## src/hdl/uart_pkg.sv

```systemverilog
package uart_pkg;

	// Serial timing for a 50 MHz clock at 3.125 Mbaud
	localparam int CLKS_PER_BIT = 16;

	// FIFO depths given as address widths
	localparam int TX_FIFO_AW = 4;
	localparam int RX_FIFO_AW = 2;

	localparam int AXIL_AW = 4;

	// Register byte offsets
	localparam logic [AXIL_AW-1:0] REG_TXDATA = 4'h0;
	localparam logic [AXIL_AW-1:0] REG_RXDATA = 4'h4;
	localparam logic [AXIL_AW-1:0] REG_STATUS = 4'h8;

	// Bit positions in the status word
	localparam int STAT_TX_FULL = 0;
	localparam int STAT_TX_IDLE = 1;
	localparam int STAT_RX_EMPTY = 2;
	localparam int STAT_RX_OVERRUN = 3;

	// AXI response codes
	localparam logic [1:0] RESP_OKAY = 2'b00;
	localparam logic [1:0] RESP_SLVERR = 2'b10;

endpackage : uart_pkg

```

## src/hdl/sync_fifo.sv

```systemverilog
`timescale 1ns/100ps

module sync_fifo #(
	parameter int AW = 2
) (
	input	logic			clk,
	input	logic			rst,
	input	logic			wr_en_i,
	input	logic	[7:0]	wr_data_i,
	input	logic			rd_en_i,
	output	logic	[7:0]	rd_data_o,
	output	logic			empty_o,
	output	logic			full_o
);

	logic	[7:0]	mem [2**AW];
	logic	[AW:0]	wr_ptr;
	logic	[AW:0]	rd_ptr;
	logic			do_wr;
	logic			do_rd;

	// Extra pointer bit tells full from empty
	assign empty_o = (wr_ptr == rd_ptr);
	assign full_o = (wr_ptr[AW] != rd_ptr[AW]) &&
		(wr_ptr[AW-1:0] == rd_ptr[AW-1:0]);

	assign do_wr = wr_en_i && !full_o;
	assign do_rd = rd_en_i && !empty_o;

	always_ff @(posedge clk, posedge rst) begin
		if (rst) begin
			wr_ptr <= '0;
			rd_ptr <= '0;
		end else begin
			if (do_wr)
				wr_ptr <= wr_ptr + 1'b1;
			if (do_rd)
				rd_ptr <= rd_ptr + 1'b1;
		end
	end

	always_ff @(posedge clk) begin
		if (do_wr)
			mem[wr_ptr[AW-1:0]] <= wr_data_i;
	end

	// Data shows up the cycle after the pop
	always_ff @(posedge clk) begin
		if (do_rd)
			rd_data_o <= mem[rd_ptr[AW-1:0]];
	end

endmodule : sync_fifo

```

## src/hdl/axil_to_simp.sv

```systemverilog
`timescale 1ns/100ps

module axil_to_simp
	import uart_pkg::*;
(
	input	logic					clk,
	input	logic					rst,

	// AXI-lite slave
	input	logic					awvalid_i,
	input	logic	[AXIL_AW-1:0]	awaddr_i,
	input	logic					wvalid_i,
	input	logic	[31:0]			wdata_i,
	input	logic					arvalid_i,
	input	logic	[AXIL_AW-1:0]	araddr_i,
	input	logic					bready_i,
	input	logic					rready_i,
	output	logic					awready_o,
	output	logic					wready_o,
	output	logic					arready_o,
	output	logic					bvalid_o,
	output	logic	[1:0]			bresp_o,
	output	logic					rvalid_o,
	output	logic	[31:0]			rdata_o,
	output	logic	[1:0]			rresp_o,

	// Simple bus
	output	logic	[AXIL_AW-1:0]	simp_addr_o,
	output	logic	[31:0]			simp_wdata_o,
	output	logic					simp_wr_o,
	output	logic					simp_rd_o,
	output	logic					simp_valid_o,
	input	logic	[31:0]			simp_rdata_i,
	input	logic					simp_err_i,
	input	logic					simp_done_i
);

	typedef enum logic [1:0] {
		S_IDLE,
		S_ISSUE,
		S_WAIT,
		S_RESP
	} state_t;
	state_t state;

	logic					aw_held;
	logic					w_held;
	logic					is_wr;
	logic	[AXIL_AW-1:0]	addr_q;
	logic	[31:0]			wdata_q;
	logic	[31:0]			rdata_q;
	logic	[1:0]			resp_q;
	logic					aw_hs;
	logic					w_hs;
	logic					ar_hs;
	logic					aw_have;
	logic					w_have;

	assign aw_hs = awvalid_i && awready_o;
	assign w_hs = wvalid_i && wready_o;
	assign ar_hs = arvalid_i && arready_o;
	assign aw_have = aw_held || aw_hs;
	assign w_have = w_held || w_hs;

	always_ff @(posedge clk, posedge rst) begin
		if (rst) begin
			state <= S_IDLE;
			aw_held <= 1'b0;
			w_held <= 1'b0;
			is_wr <= 1'b0;
			awready_o <= 1'b0;
			wready_o <= 1'b0;
			arready_o <= 1'b0;
			simp_valid_o <= 1'b0;
			bvalid_o <= 1'b0;
			rvalid_o <= 1'b0;
			resp_q <= RESP_OKAY;
		end else begin
			awready_o <= 1'b0;
			wready_o <= 1'b0;
			arready_o <= 1'b0;
			simp_valid_o <= 1'b0;
			case (state)
				S_IDLE: begin
					if (aw_hs)
						aw_held <= 1'b1;
					if (w_hs)
						w_held <= 1'b1;
					if (aw_have && w_have) begin
						aw_held <= 1'b0;
						w_held <= 1'b0;
						is_wr <= 1'b1;
						state <= S_ISSUE;
					end else if (ar_hs) begin
						is_wr <= 1'b0;
						state <= S_ISSUE;
					end else begin
						awready_o <= awvalid_i && !aw_have && !awready_o && !arready_o;
						wready_o <= wvalid_i && !w_have && !wready_o && !arready_o;
						// Reads only get in when no write half is around
						arready_o <= arvalid_i && !arready_o && !aw_have && !w_have &&
							!awvalid_i && !wvalid_i && !awready_o && !wready_o;
					end
				end
				S_ISSUE: begin
					simp_valid_o <= 1'b1;
					state <= S_WAIT;
				end
				S_WAIT: begin
					if (simp_done_i) begin
						resp_q <= simp_err_i ? RESP_SLVERR : RESP_OKAY;
						bvalid_o <= is_wr;
						rvalid_o <= !is_wr;
						state <= S_RESP;
					end
				end
				S_RESP: begin
					if ((bvalid_o && bready_i) || (rvalid_o && rready_i)) begin
						bvalid_o <= 1'b0;
						rvalid_o <= 1'b0;
						state <= S_IDLE;
					end
				end
				default: state <= S_IDLE;
			endcase
		end
	end

	always_ff @(posedge clk) begin
		if (state == S_IDLE && aw_hs)
			addr_q <= awaddr_i;
		else if (state == S_IDLE && ar_hs)
			addr_q <= araddr_i;
		if (state == S_IDLE && w_hs)
			wdata_q <= wdata_i;
		if (state == S_WAIT && simp_done_i)
			rdata_q <= simp_rdata_i;
	end

	assign simp_addr_o = addr_q;
	assign simp_wdata_o = wdata_q;
	assign simp_wr_o = is_wr;
	assign simp_rd_o = !is_wr;

	assign bresp_o = resp_q;
	assign rresp_o = resp_q;
	assign rdata_o = rdata_q;

endmodule : axil_to_simp

```

## src/hdl/uart_core.sv

```systemverilog
`timescale 1ns/100ps

module uart_core
	import uart_pkg::*;
(
	input	logic			clk,
	input	logic			rst,
	input	logic			rx_i,
	input	logic			tx_start_i,
	input	logic	[7:0]	tx_byte_i,
	output	logic			tx_o,
	output	logic			tx_busy_o,
	output	logic			tx_done_o,
	output	logic			rx_valid_o,
	output	logic	[7:0]	rx_byte_o
);

	localparam int CW = $clog2(CLKS_PER_BIT);
	localparam logic [CW-1:0] BIT_LAST = CW'(CLKS_PER_BIT - 1);
	localparam logic [CW-1:0] BIT_HALF = CW'(CLKS_PER_BIT / 2 - 1);

	// Transmitter
	logic	[9:0]		tx_shift;
	logic	[CW-1:0]	tx_cnt;
	logic	[3:0]		tx_bit;

	// Idle shifter is all ones so the line rests high
	assign tx_o = tx_shift[0];

	always_ff @(posedge clk, posedge rst) begin
		if (rst) begin
			tx_shift <= '1;
			tx_cnt <= '0;
			tx_bit <= '0;
			tx_busy_o <= 1'b0;
			tx_done_o <= 1'b0;
		end else begin
			tx_done_o <= 1'b0;
			if (!tx_busy_o) begin
				if (tx_start_i) begin
					tx_shift <= {1'b1, tx_byte_i, 1'b0};
					tx_cnt <= '0;
					tx_bit <= '0;
					tx_busy_o <= 1'b1;
				end
			end else if (tx_cnt == BIT_LAST) begin
				tx_cnt <= '0;
				tx_shift <= {1'b1, tx_shift[9:1]};
				// Stop bit finished
				if (tx_bit == 4'd9) begin
					tx_busy_o <= 1'b0;
					tx_done_o <= 1'b1;
				end else begin
					tx_bit <= tx_bit + 4'd1;
				end
			end else begin
				tx_cnt <= tx_cnt + 1'b1;
			end
		end
	end

	// Receiver
	typedef enum logic [1:0] {
		RX_IDLE,
		RX_START,
		RX_DATA,
		RX_STOP
	} rx_state_t;
	rx_state_t rx_state;

	logic				rx_meta;
	logic				rx_sync;
	logic				rx_prev;
	logic				rx_fall;
	logic	[CW-1:0]	rx_cnt;
	logic	[2:0]		rx_bit;
	logic	[7:0]		rx_shift;

	always_ff @(posedge clk, posedge rst) begin
		if (rst) begin
			rx_meta <= 1'b1;
			rx_sync <= 1'b1;
			rx_prev <= 1'b1;
		end else begin
			rx_meta <= rx_i;
			rx_sync <= rx_meta;
			rx_prev <= rx_sync;
		end
	end

	assign rx_fall = rx_prev && !rx_sync;

	always_ff @(posedge clk, posedge rst) begin
		if (rst) begin
			rx_state <= RX_IDLE;
			rx_cnt <= '0;
			rx_bit <= '0;
			rx_valid_o <= 1'b0;
		end else begin
			rx_valid_o <= 1'b0;
			case (rx_state)
				RX_IDLE: begin
					rx_cnt <= '0;
					if (rx_fall)
						rx_state <= RX_START;
				end
				RX_START: begin
					if (rx_cnt == BIT_HALF) begin
						rx_cnt <= '0;
						rx_bit <= '0;
						// Start bit gone high again means a glitch
						rx_state <= rx_sync ? RX_IDLE : RX_DATA;
					end else begin
						rx_cnt <= rx_cnt + 1'b1;
					end
				end
				RX_DATA: begin
					if (rx_cnt == BIT_LAST) begin
						rx_cnt <= '0;
						rx_bit <= rx_bit + 3'd1;
						if (rx_bit == 3'd7)
							rx_state <= RX_STOP;
					end else begin
						rx_cnt <= rx_cnt + 1'b1;
					end
				end
				RX_STOP: begin
					if (rx_cnt == BIT_LAST) begin
						rx_cnt <= '0;
						rx_valid_o <= rx_sync;
						rx_state <= RX_IDLE;
					end else begin
						rx_cnt <= rx_cnt + 1'b1;
					end
				end
				default: rx_state <= RX_IDLE;
			endcase
		end
	end

	// LSB arrives first
	always_ff @(posedge clk) begin
		if (rx_state == RX_DATA && rx_cnt == BIT_LAST)
			rx_shift <= {rx_sync, rx_shift[7:1]};
		if (rx_state == RX_STOP && rx_cnt == BIT_LAST && rx_sync)
			rx_byte_o <= rx_shift;
	end

endmodule : uart_core

```

## src/hdl/uart_axil.sv

```systemverilog
`timescale 1ns/100ps

module uart_axil
	import uart_pkg::*;
(
	input	logic					clk,
	input	logic					rst,

	// AXI-lite slave
	input	logic					awvalid_i,
	input	logic	[AXIL_AW-1:0]	awaddr_i,
	input	logic					wvalid_i,
	input	logic	[31:0]			wdata_i,
	input	logic					arvalid_i,
	input	logic	[AXIL_AW-1:0]	araddr_i,
	input	logic					bready_i,
	input	logic					rready_i,
	output	logic					awready_o,
	output	logic					wready_o,
	output	logic					arready_o,
	output	logic					bvalid_o,
	output	logic	[1:0]			bresp_o,
	output	logic					rvalid_o,
	output	logic	[31:0]			rdata_o,
	output	logic	[1:0]			rresp_o,

	// Serial lines
	input	logic					uart_rx_i,
	output	logic					uart_tx_o
);

	logic	[AXIL_AW-1:0]	simp_addr;
	logic	[31:0]			simp_wdata;
	logic					simp_wr;
	logic					simp_rd;
	logic					simp_valid;
	logic	[31:0]			simp_rdata;
	logic					simp_err;
	logic					simp_done;

	logic			tx_wr_en;
	logic			tx_rd_en;
	logic	[7:0]	tx_rd_data;
	logic			tx_empty;
	logic			tx_full;
	logic			rx_rd_en;
	logic	[7:0]	rx_rd_data;
	logic			rx_empty;
	logic			rx_full;

	logic			tx_start;
	logic			tx_busy;
	logic			tx_done;
	logic			rx_valid;
	logic	[7:0]	rx_byte;

	logic			overrun;
	logic			tx_idle;
	logic	[3:0]	status;

	axil_to_simp u_bridge (
		.clk			(clk),
		.rst			(rst),
		.awvalid_i		(awvalid_i),
		.awaddr_i		(awaddr_i),
		.wvalid_i		(wvalid_i),
		.wdata_i		(wdata_i),
		.arvalid_i		(arvalid_i),
		.araddr_i		(araddr_i),
		.bready_i		(bready_i),
		.rready_i		(rready_i),
		.awready_o		(awready_o),
		.wready_o		(wready_o),
		.arready_o		(arready_o),
		.bvalid_o		(bvalid_o),
		.bresp_o		(bresp_o),
		.rvalid_o		(rvalid_o),
		.rdata_o		(rdata_o),
		.rresp_o		(rresp_o),
		.simp_addr_o	(simp_addr),
		.simp_wdata_o	(simp_wdata),
		.simp_wr_o		(simp_wr),
		.simp_rd_o		(simp_rd),
		.simp_valid_o	(simp_valid),
		.simp_rdata_i	(simp_rdata),
		.simp_err_i		(simp_err),
		.simp_done_i	(simp_done)
	);

	// Register FSM where each state after idle is the one-cycle reply
	typedef enum logic [2:0] {
		R_IDLE,
		R_OK,
		R_POP,
		R_STATUS,
		R_ERR
	} reg_state_t;
	reg_state_t reg_state, reg_state_nxt;

	always_ff @(posedge clk, posedge rst) begin
		if (rst)
			reg_state <= R_IDLE;
		else
			reg_state <= reg_state_nxt;
	end

	always_comb begin
		reg_state_nxt = R_IDLE;
		tx_wr_en = 1'b0;
		rx_rd_en = 1'b0;
		if (reg_state == R_IDLE && simp_valid) begin
			if (simp_wr) begin
				if (simp_addr == REG_TXDATA && !tx_full) begin
					tx_wr_en = 1'b1;
					reg_state_nxt = R_OK;
				end else begin
					reg_state_nxt = R_ERR;
				end
			end else if (simp_rd) begin
				case (simp_addr)
					REG_TXDATA: reg_state_nxt = R_OK;
					REG_RXDATA: begin
						rx_rd_en = !rx_empty;
						reg_state_nxt = rx_empty ? R_OK : R_POP;
					end
					REG_STATUS: reg_state_nxt = R_STATUS;
					default: reg_state_nxt = R_ERR;
				endcase
			end
		end
	end

	always_comb begin
		status = '0;
		status[STAT_TX_FULL] = tx_full;
		status[STAT_TX_IDLE] = tx_idle;
		status[STAT_RX_EMPTY] = rx_empty;
		status[STAT_RX_OVERRUN] = overrun;
	end

	always_comb begin
		case (reg_state)
			R_POP: simp_rdata = {23'd0, 1'b1, rx_rd_data};
			R_STATUS: simp_rdata = {28'd0, status};
			default: simp_rdata = '0;
		endcase
	end

	assign simp_done = (reg_state != R_IDLE);
	assign simp_err = (reg_state == R_ERR);

	// Sticky until a status read but a new loss wins
	always_ff @(posedge clk, posedge rst) begin
		if (rst)
			overrun <= 1'b0;
		else if (rx_valid && rx_full)
			overrun <= 1'b1;
		else if (reg_state == R_STATUS)
			overrun <= 1'b0;
	end

	// Transmit feeder
	typedef enum logic [1:0] {
		F_IDLE,
		F_LOAD,
		F_SEND
	} feed_state_t;
	feed_state_t feed_state, feed_state_nxt;

	assign tx_idle = tx_empty && !tx_busy && (feed_state == F_IDLE);

	always_ff @(posedge clk, posedge rst) begin
		if (rst)
			feed_state <= F_IDLE;
		else
			feed_state <= feed_state_nxt;
	end

	always_comb begin
		feed_state_nxt = feed_state;
		tx_rd_en = 1'b0;
		tx_start = 1'b0;
		case (feed_state)
			F_IDLE: begin
				if (!tx_empty && !tx_busy) begin
					tx_rd_en = 1'b1;
					feed_state_nxt = F_LOAD;
				end
			end
			F_LOAD: begin
				tx_start = 1'b1;
				feed_state_nxt = F_SEND;
			end
			F_SEND: begin
				if (tx_done)
					feed_state_nxt = F_IDLE;
			end
			default: feed_state_nxt = F_IDLE;
		endcase
	end

	sync_fifo #(
		.AW			(TX_FIFO_AW)
	) u_tx_fifo (
		.clk		(clk),
		.rst		(rst),
		.wr_en_i	(tx_wr_en),
		.wr_data_i	(simp_wdata[7:0]),
		.rd_en_i	(tx_rd_en),
		.rd_data_o	(tx_rd_data),
		.empty_o	(tx_empty),
		.full_o		(tx_full)
	);

	// FIFO drops the byte itself when full
	sync_fifo #(
		.AW			(RX_FIFO_AW)
	) u_rx_fifo (
		.clk		(clk),
		.rst		(rst),
		.wr_en_i	(rx_valid),
		.wr_data_i	(rx_byte),
		.rd_en_i	(rx_rd_en),
		.rd_data_o	(rx_rd_data),
		.empty_o	(rx_empty),
		.full_o		(rx_full)
	);

	uart_core u_core (
		.clk			(clk),
		.rst			(rst),
		.rx_i			(uart_rx_i),
		.tx_start_i		(tx_start),
		.tx_byte_i		(tx_rd_data),
		.tx_o			(uart_tx_o),
		.tx_busy_o		(tx_busy),
		.tx_done_o		(tx_done),
		.rx_valid_o		(rx_valid),
		.rx_byte_o		(rx_byte)
	);

endmodule : uart_axil

```

## config.mk

```make
export PLATFORM = sky130hd
export DESIGN_NAME = uart_axil
export DESIGN_NICKNAME = d
export VERILOG_FILES = /design/src/hdl/uart_pkg.sv /design/src/hdl/sync_fifo.sv /design/src/hdl/axil_to_simp.sv /design/src/hdl/uart_core.sv /design/src/hdl/uart_axil.sv
export SDC_FILE = /design/constraint.sdc
export NUM_CORES = 1
export LEC_CHECK = 0
export CAP_MARGIN = 20
export CELL_PAD_IN_SITES_DETAIL_PLACEMENT = 1
export CELL_PAD_IN_SITES_GLOBAL_PLACEMENT = 2
export CORE_ASPECT_RATIO = 1.25
export CORE_UTILIZATION = 47
export DETAILED_ROUTE_END_ITERATION = 6
export DONT_BUFFER_PORTS = 1
export HOLD_SLACK_MARGIN = 0.15
export PLACE_DENSITY_LB_ADDON = 0.25
export SLEW_MARGIN = 10
export SYNTH_ARGS = -nofsm -noshare
export SYNTH_HDL_FRONTEND = slang
export SYNTH_SLANG_ARGS = --single-unit
```

## constraint.sdc

```tcl
create_clock -name clk -period 2.68 [get_ports clk]
set_clock_uncertainty 0.05 [all_clocks]
set_input_delay 0.536 -clock clk [delete_from_list [all_inputs] [get_ports clk]]
set_output_delay 0.536 -clock clk [all_outputs]
set_load 0.02 [all_outputs]
```

Word-level counts from Yosys, hierarchy flattened
Memory sizes are Yosys's and may differ from the RTL's. A register that Yosys moved wholly into a read port is not among the register bits.
Cells that the tools add are included.
W data, S select, Z words.
{"block": "totals", "mem_count": 2, "regBits": 128, "out_inout_bits": 42, "wordCells": 247, "inputBits": 48, "ram_bits": 160}
{"name": "u_tx_fifo.mem", "depth": 16, "width": 8, "rd": 1, "rd_ports_with_merged_regs": 1, "wr": 1, "line_no": "sync_fifo.sv:16", "text": "logic [7:0] mem [2**AW];"}
{"name": "u_rx_fifo.mem", "depth": 4, "width": 8, "rd": 1, "rd_ports_with_merged_regs": 1, "wr": 1, "line_no": "sync_fifo.sv:16"}
{"block": "op_classes", "muxes": 84, "eq_ne": 36, "reduce_logical": 82, "n_addsub": 8}
{"op": "$mux W1", "n": 43}
{"op": "$mux W4", "n": 10}
{"op": "$logic_and A1 B1 Y1", "n": 39}
{"op": "$mux W10", "n": 3}
{"op": "$mux W2", "n": 14}
{"op": "$ne A2 B1 Y1 const B", "n": 9}
{"op": "$pmux W9 S2", "n": 1}
{"op": "$eq A4 B4 Y1 const B", "n": 4}
{"op": "$pmux W2 S4", "n": 2}
{"op": "$reduce_bool A2 Y1", "n": 8}
{"op": "$mux W3", "n": 5}
{"op": "$logic_not A1 Y1", "n": 14}
{"op": "$add A4 B1 Y4 const B", "n": 3}
{"op": "$pmux W4 S3", "n": 1}
{"op": "$reduce_and A2 Y1", "n": 6}
{"op": "$reduce_and A3 Y1", "n": 4}
{"op": "$add A5 B1 Y5 const B", "n": 2}
{"op": "$eq A2 B2 Y1 const B", "n": 5}
{"op": "$add A3 B1 Y3 const B", "n": 3}
{"op": "$pmux W3 S3", "n": 1}
{"op": "$eq A4 B3 Y1 const B", "n": 2}
{"op": "$eq A2 B1 Y1 const B", "n": 3}
{"op": "$eq A3 B2 Y1 const B", "n": 2}
{"op": "$eq A3 B3 Y1 const B", "n": 2}
{"op": "17 further kinds", "n": 24}

Logic depth before layout (Yosys ltp)
Gate-level depths: netlist of run 1.
{"block": "logic_depth", "word_depth": 12, "depth_mapped": 7, "depth_no_buf": 6}

Hierarchy
From an unflattened synthesis of run 1, not the netlist that was laid out.
{"block": "hier_totals", "cells_unflattened": 754, "area_unflattened_um2": 13177.6}
{"mod": "sync_fifo (u_tx_fifo)", "area_per_inst_um2": 5938.2, "seq_area_each_um2": 4334.2, "n_inst": 1, "cells_per_inst": 296}
{"mod": "axil_to_simp", "area_per_inst_um2": 2740.1, "seq_area_each_um2": 2342.2, "n_inst": 1, "cells_per_inst": 135}
{"mod": "uart_core", "area_per_inst_um2": 2158.3, "seq_area_each_um2": 1296.2, "n_inst": 1, "cells_per_inst": 165}
{"mod": "sync_fifo (u_rx_fifo)", "area_per_inst_um2": 1886.8, "seq_area_each_um2": 1351.3, "n_inst": 1, "cells_per_inst": 101}
{"mod": "uart_axil", "area_per_inst_um2": 454.2, "seq_area_each_um2": 150.1, "n_inst": 1, "cells_per_inst": 57}

Worst setup path before layout of run 1
Ideal clock, no wire load.
{"block": "synth_timing", "path_type": "register to register", "from": "register reg_state[0]", "to": "memory u_tx_fifo.mem[15][0], enable pin", "synth_period_minus_slack_ps": 2273, "stages_incl_launch_ff": 5, "t_arrival_ps": 1832, "required_time_ps": 2239, "setup_ps": 391, "setup_slack_ps": 407, "n_path_buf": 1, "cell_sequence": "dfrtp_1 buf_2 nor3_4 nand4_1 a211oi_1"}
{"block": "synth_via", "elab_chain_len": 6}
{"item": "start: declaration", "line_no": "uart_axil.sv:98", "text": "reg_state_t reg_state, reg_state_nxt;"}
{"item": "start signal: assignment", "line_no": "uart_axil.sv:104", "text": "reg_state <= reg_state_nxt;"}
{"item": "$logic_not A3 Y1", "line_no": "uart_axil.sv:111", "text": "if (reg_state == R_IDLE && simp_valid) begin"}
{"item": "$logic_and A1 B1 Y1", "line_no": "uart_axil.sv:111"}
{"item": "$mux W1", "line_no": "uart_axil.sv:111"}
{"item": "$logic_and A1 B1 Y1", "line_no": "sync_fifo.sv:27", "text": "assign do_wr = wr_en_i && !full_o;"}
{"item": "$mux W1", "line_no": "sync_fifo.sv:43", "text": "if (do_wr)"}
{"item": "$mux W1 (not written as such)", "line_no": "sync_fifo.sv:44", "text": "mem[wr_ptr[AW-1:0]] <= wr_data_i;"}
{"item": "end: declaration", "line_no": "sync_fifo.sv:16"}
No other way between the ends.

Final worst setup path of run 1
{"block": "layout_timing", "from": "register u_bridge.addr_q[3] (netlist: u_bridge.simp_addr_o[3])", "to": "memory u_tx_fifo.mem[11][5], enable pin"}
{"block": "layout_via", "elab_chain_len": 8}
{"item": "start: declaration", "line_no": "axil_to_simp.sv:49", "text": "logic [AXIL_AW-1:0] addr_q;"}
{"item": "start signal: assignment", "line_no": "axil_to_simp.sv:131", "text": "addr_q <= awaddr_i;"}
{"item": "start signal: assignment", "line_no": "axil_to_simp.sv:133", "text": "addr_q <= araddr_i;"}
{"item": "$logic_not A4 Y1", "line_no": "uart_axil.sv:113", "text": "if (simp_addr == REG_TXDATA && !tx_full) begin"}
{"item": "$logic_and A1 B1 Y1", "line_no": "uart_axil.sv:113"}
{"item": "$mux W1", "line_no": "uart_axil.sv:113"}
{"item": "$mux W1", "line_no": "uart_axil.sv:112", "text": "if (simp_wr) begin"}
{"item": "$mux W1", "line_no": "uart_axil.sv:111"}
{"item": "$logic_and A1 B1 Y1", "line_no": "sync_fifo.sv:27"}
{"item": "$mux W1", "line_no": "sync_fifo.sv:43"}
{"item": "$mux W1 (not written as such)", "line_no": "sync_fifo.sv:44"}
No other way between the ends.

==> out/qor.yml, run 1 <==
run_status:
  status: "complete, no violations"
clocking:
  cts_tree: "done"
  insertion_delay_ns: 0.53
  cts_setup_buffers: 0
  cts.path.max_buffers: 3
  cts_resized: 0
  cts-root-buf: "clkbuf_16"
  clkTransAtPathRegs_ns: 0.06
  cts_hold_buf: 13
  htreeDepth: 1
  cts.sinks: 279
  cts_inserted_buffers: 28
logic_synthesis:
  synth-edff-count: 213
  synth_compound_area_frac: 0.0445
  synth-seq-area-share: 0.698
  ys_warn_count: 0
  synth_top_family_by_area: "multiplexers"
  yosysMostFrequentCell: "edfxtp_1"
  synthFlopType: "edfxtp_1"
  synthAdderAreaFrac: 0.0260
  synthMuxAreaShare: 0.106
  yosys-top-cells-area: "edfxtp_1 55%, dfrtp_1 12%, mux4_2 6.2%, dfstp_2 2.7%, ha_1 2.6%"
  synth_area_per_cell_um2: 16.8
  synthDistinctLibCells: 54
  synthCells: 688
  syn_area_um2: 11600
  synth_top_area_frac: 0.554
  synth_common_cells: "213 x edfxtp_1, 54 x dfrtp_1, 33 x a21oi_1, 32 x mux4_2, 29 x buf_4"
  synth.largest_area_cell: "edfxtp_1"
  synth-seq-cells: 279
  synthXorXnorAreaFrac: 0.0230
  ys_async_sr_fraction: 0.237
  synth-simple-area-share: 0.0670
drt:
  first_pass_iters: 4
  final_antenna_net_count: 0
  wl_per_cell_um: 20.6
  finalWirelength_mm: 22.2
  drc: 0
  vias: 5816
  vias_per_cell: 5.42
  drt_iter0_markers: 350
timing:
  rsz0062_at_grt: "no"
  setup_viol: 0
  finalCritPeriodShare: 0.926
  finalHoldViolations: 0
  period_needed_ns: 2.48
  setup-tns-final_ns: 0
  slew_violations: 0
  tightest_slew_ns: 0.648
  max_freq_mhz: 403
  max_slew_margin: 0.566
placement:
  portBuffers: 0
  routabilityCongestion: 0.748
  post-dp-hpwl_mm: 14.7
setup_path:
  path_class: "flip-flop to flip-flop"
  cpMaxStageDelayCell: "edfxtp_1"
  crit_fanout: 8
  endpoint_kind: "flip-flop"
  worst_ep_arrival_time_ns: 2.61
  critPathLaunchType: "flip-flop"
  crit_chain: "nor3b_1 -> nand4_1 -> a211oi_1 -> buf_4 -> and2_1"
  worstPathRequired_ns: 2.81
  cp_slowest_stage_delay_ns: 0.51
pwr:
  p_switching_mw: 3.44
  seqPwrFrac: 0.449
  power_density_nw_per_um2: 937
  clkPwrFrac: 0.336
  p_leak_nw: 4.77
  power.total_mw: 12.2
  p_int_mw: 8.77
  swShare: 0.282
  vdd_drop_max_v: 0.000609
  pwr-share-comb: 0.215
die:
  die_y_um: 177
  rows: 63
  io_pins: 90
  die_w_um: 142
  dieArea_um2: 25200
  start_util: 0.482
  core_um2: 24000
grt:
  grt_pass1_vias: 6434
  grt_overflow: 0
  grt_util_all_layers: 0.184
  grt_max_degree: 49
  antenna_found_initial: 0
  grt_pass1_wl_mm: 35.4
final_layout:
  fin_nets: 799
  drive_above_1_share: 0.174
  diodes: 0
  syn_to_final_growth_pct: 12.8
min_path:
  hold_class: "primary input to flip-flop"
flow_run:
  max_cap_violations: 0
state kept, by name, summed over array words and instances (netlist names), 2 cells and up, named ones only:
name,cells
u_core.rx_bit,3
u_core.rx_byte_o,8
u_bridge.rdata_o,9
reg_state,3
u_core.tx_cnt,4
u_tx_fifo.rd_data_o,8
u_tx_fifo.wr_ptr,5
u_rx_fifo.rd_data_o,8
u_rx_fifo.wr_ptr,3
u_core.tx_bit,4
u_bridge.state,2
u_rx_fifo.mem,32
feed_state,2
u_core.tx_shift,9
u_core.rx_cnt,4
u_core.rx_shift,8
u_rx_fifo.rd_ptr,3
u_tx_fifo.mem,128
u_bridge.simp_wdata_o,8
u_bridge.simp_addr_o,4
u_tx_fifo.rd_ptr,5
per-stage QoR:
step	cells	hold slack, ns	worst slack, ns	utilization	instance area (um2)
2_1_floorplan	712	0.295	0.407	-	11600
3_3_place_gp	1009	0.297	0.411	0.497	11900
3_5_place_dp	1009	0.299	0.299	0.497	11900
4_1_cts	1074	0.173	0.171	0.544	13000
5_1_grt	1074	0.181	0.0700	0.544	13000
6_report	1074	0.197	0.199	0.544	13000
placed cells by master, fill, tap and decap left out, types with 5 or more instances in the layout:
cell           netlist  layout
buf_4               29      19
ha_1                24      24
clkinv_2             0       5
nand2b_1             6       6
conb_1               1      25
a21o_1               5       5
clkbuf_16            0      29
mux2i_1             19      19
inv_1               20      19
xnor2_1             13      13
mux4_1               8       8
and4_1               5       5
edfxtp_1           213     213
and3_1              14      14
dlygate4sd3_1        0      13
dfstp_2             12      12
o21ai_0             13      13
clkbuf_8             1       5
a21oi_1             33      33
nand2_1             20      20
nor2b_1             14      14
dfrtp_1             54      53
and2_1              15      15
xor2_1              11      11
mux2_2               8       8
nor2_1              27      27
a211oi_1            12      12
mux4_2              32      32
nand4_1              7       7
nor3_1               7       7
nand3_1             12      12
logic make-up (layout without fill, tap and decap cells):
family,Yosys count,in the layout
flip-flops,279,279
AND/OR/NAND/NOR,139,139
AO/OA/AOI/OAI,82,82
buffers and inverters,69,106
multiplexers,68,68
XOR/XNOR,26,26
adder cells (fa/ha/maj),24,24
other,1,25
critical path: cells and delay by family, from the launching register on:
kind | cells | cell delay [ns]
buffers and inverters | 1 | 0.20
DFF | 1 | 0.51
AOI/OAI and AO/OA | 1 | 0.36
and+or+nand+nor | 3 | 1.00
per-layer routing:
layer	GRT usage	wire (um)
met5	0	0
met4	0.0354	279
met3	0.0249	745
met2	0.329	11600
met1	0.241	9520
worst paths after layout:
| path | slack (ns) | end | start | cells after the start |
|---|---|---|---|---|
| max in group asynchronous | 1.47 | u_core.rx_prev$_DFF_PP1_ | rst | 3 |
| max reg2reg | 0.20 | u_tx_fifo.mem[11][5]$_DFFE_PP_ | u_bridge.simp_addr_o[3]$_DFFE_PP_ | 5 |
| min | 0.20 | u_bridge.simp_addr_o[1]$_DFFE_PP_ | awaddr_i[1] | 1 |
| min in group asynchronous | 0.43 | u_core.tx_bit[3]$_DFFE_PP0P_ | rst | 2 |
| min reg2reg | 0.31 | u_core.rx_sync$_DFF_PP1_ | u_core.rx_meta$_DFF_PP1_ | 0 |
| max | 0.20 | u_tx_fifo.mem[11][5]$_DFFE_PP_ | u_bridge.simp_addr_o[3]$_DFFE_PP_ | 5 |
power by group through the flow:
stage	Sequential, mW	Clock [mW]	Combinational, mW
2_1_floorplan	5.41	0	2.06
4_1_cts	5.47	4.20	2.67
6_report	5.47	4.10	2.63
5_1_grt	5.52	4.35	2.91
3_5_place_dp	5.56	0	2.63
3_3_place_gp	5.51	0	2.49
final cells by class:
| type | instances | area, um2 |
|---|---|---|
| multi-input combinational | 364 | 3170 |
| clock inverter | 16 | 191 |
| inverter | 20 | 75.1 |
| timing repair buffer | 34 | 313 |
| sequential | 279 | 8060 |
| clock buffer | 36 | 802 |
| tap | 325 | 407 |
| fill | 2227 | 10900 |
(Power assumes the default switching activity.)
==> run 2: changes to the inputs <==
--- a/config.mk
+++ b/config.mk
@@ -15,5 +15,4 @@
 export HOLD_SLACK_MARGIN = 0.15
 export PLACE_DENSITY_LB_ADDON = 0.25
-export SLEW_MARGIN = 10
 export SYNTH_ARGS = -nofsm -noshare
 export SYNTH_HDL_FRONTEND = slang
--- a/constraint.sdc
+++ b/constraint.sdc
@@ -3,3 +3,3 @@
 set_input_delay 0.536 -clock clk [delete_from_list [all_inputs] [get_ports clk]]
 set_output_delay 0.536 -clock clk [all_outputs]
-set_load 0.02 [all_outputs]
+set_load 0.1 [all_outputs]
==> out/qor.yml, run 2 (synthesis results as in run 1) <==
placement:
  dp_slack_ns: 0.336
  routabilityCongestion: 0.759
  portBuffers: 0
  post-dp-hpwl_mm: 14.8
timing:
  setup-tns-final_ns: 0
  finalCritPeriodShare: 0.878
  period_needed_ns: 2.35
  max_slew_margin: 0.393
  rsz0062_at_grt: "no"
  setup_viol: 0
  fin_ws_ns: 0.327
  max_freq_mhz: 425
  tightest_slew_ns: 0.912
  slew_violations: 0
  finalHoldViolations: 0
die:
  io_pins: 90
  die_w_um: 142
  start_util: 0.482
  rows: 63
  die_y_um: 177
  core_um2: 24000
  dieArea_um2: 25200
drt:
  vias_per_cell: 5.40
  finalWirelength_mm: 22.0
  vias: 5844
  drc: 0
  drt_iter0_markers: 278
  wl_per_cell_um: 20.4
  final_antenna_net_count: 0
  first_pass_iters: 4
clocking:
  cts.path.max_buffers: 3
  cts.sinks: 279
  cts-root-buf: "clkbuf_16"
  cts_setup_buffers: 0
  clkTransAtPathRegs_ns: 0.06
  htreeDepth: 1
  cts_tree: "done"
  insertion_delay_ns: 0.53
  cts_inserted_buffers: 28
  cts_hold_buf: 13
  cts_resized: 0
pwr:
  power_density_nw_per_um2: 962
  vdd_drop_max_v: 0.000581
  p_leak_nw: 4.79
setup_path:
  crit_fanout: 14
  critPathLaunchType: "flip-flop"
  endpoint_kind: "flip-flop"
  path_class: "flip-flop to flip-flop"
  reg2reg_depth: 5
  worstPathRequired_ns: 2.80
  worst_ep_arrival_time_ns: 2.47
final_layout:
  drive_above_1_share: 0.170
  utilization: 0.544
  final_cell_mix: "213 x edfxtp_1, 52 x dfrtp_1, 33 x a21oi_1"
  final_common_cell: "edfxtp_1"
  diodes: 0
  syn_to_final_growth_pct: 12.8
  fin_nets: 807
  largest_reg_flops: 128
min_path:
  hold_depth: 1
  hold_class: "primary input to flip-flop"
grt:
  grt_overflow: 0
  grt_max_degree: 36
  grt_util_all_layers: 0.184
  grt_pass1_vias: 6500
  antenna_found_initial: 0
  grt_pass1_wl_mm: 35.4
flow_run:
  max_cap_violations: 0
run_status:
  status: "complete, no violations"
run 2: layout make-up:
type / instances / area (um2)
clock buffer: 40 / 807
clock inverter: 12 / 126
fill: 2218 / 10900
inverter: 20 / 75.1
multi-input combinational: 364 / 3170
sequential: 279 / 8070
tap: 325 / 407
timing repair buffer: 42 / 373
run 2: metrics by stage:
step | hold slack (ns) | instances | total power, mW | cell area (um2)
2_1_floorplan | 0.295 | 712 | 7.94 | 11600
3_3_place_gp | 0.296 | 1017 | 8.52 | 12000
3_5_place_dp | 0.297 | 1017 | 8.71 | 12000
4_1_cts | 0.180 | 1082 | 12.7 | 13000
6_report | 0.196 | 1082 | 12.5 | 13000
5_1_grt | 0.179 | 1082 | 13.1 | 13000
run 2: worst paths after layout:
check | start | end | slack [ns]
max | u_bridge.simp_addr_o[2]$_DFFE_PP_ | u_tx_fifo.mem[14][7]$_DFFE_PP_ | 0.33
min | awaddr_i[1] | u_bridge.simp_addr_o[1]$_DFFE_PP_ | 0.20
max reg2reg | u_bridge.simp_addr_o[2]$_DFFE_PP_ | u_tx_fifo.mem[14][7]$_DFFE_PP_ | 0.33
min reg2reg | u_core.rx_meta$_DFF_PP1_ | u_core.rx_sync$_DFF_PP1_ | 0.30
max in group asynchronous | rst | u_core.rx_prev$_DFF_PP1_ | 1.30
min in group asynchronous | rst | u_core.tx_bit[1]$_DFFE_PP0P_ | 0.56
run 2: worst max-delay path, cell delays in order, from the launching register on:
cell	delay, ns
edfxtp_1	0.49
nor3b_1	0.34
nand4_1	0.23
a21oi_1	0.18
buf_4	0.21
and3_1	0.49
run 2: report_power, final:
group / internal [mW] / leakage (nW) / switching, mW
sequential: 5.07 / 2.75 / 0.389
clock: 2.37 / 0.456 / 1.55
combinational: 1.23 / 1.58 / 1.92
run 2: routing by layer:
layer	GRT usage	vias to the layer above	wire length [um]
met5	0	-	0
met4	0.0412	0	288
met2	0.326	113	11300
met1	0.239	3043	9710
li1	-	2665	-
met3	0.0246	23	767
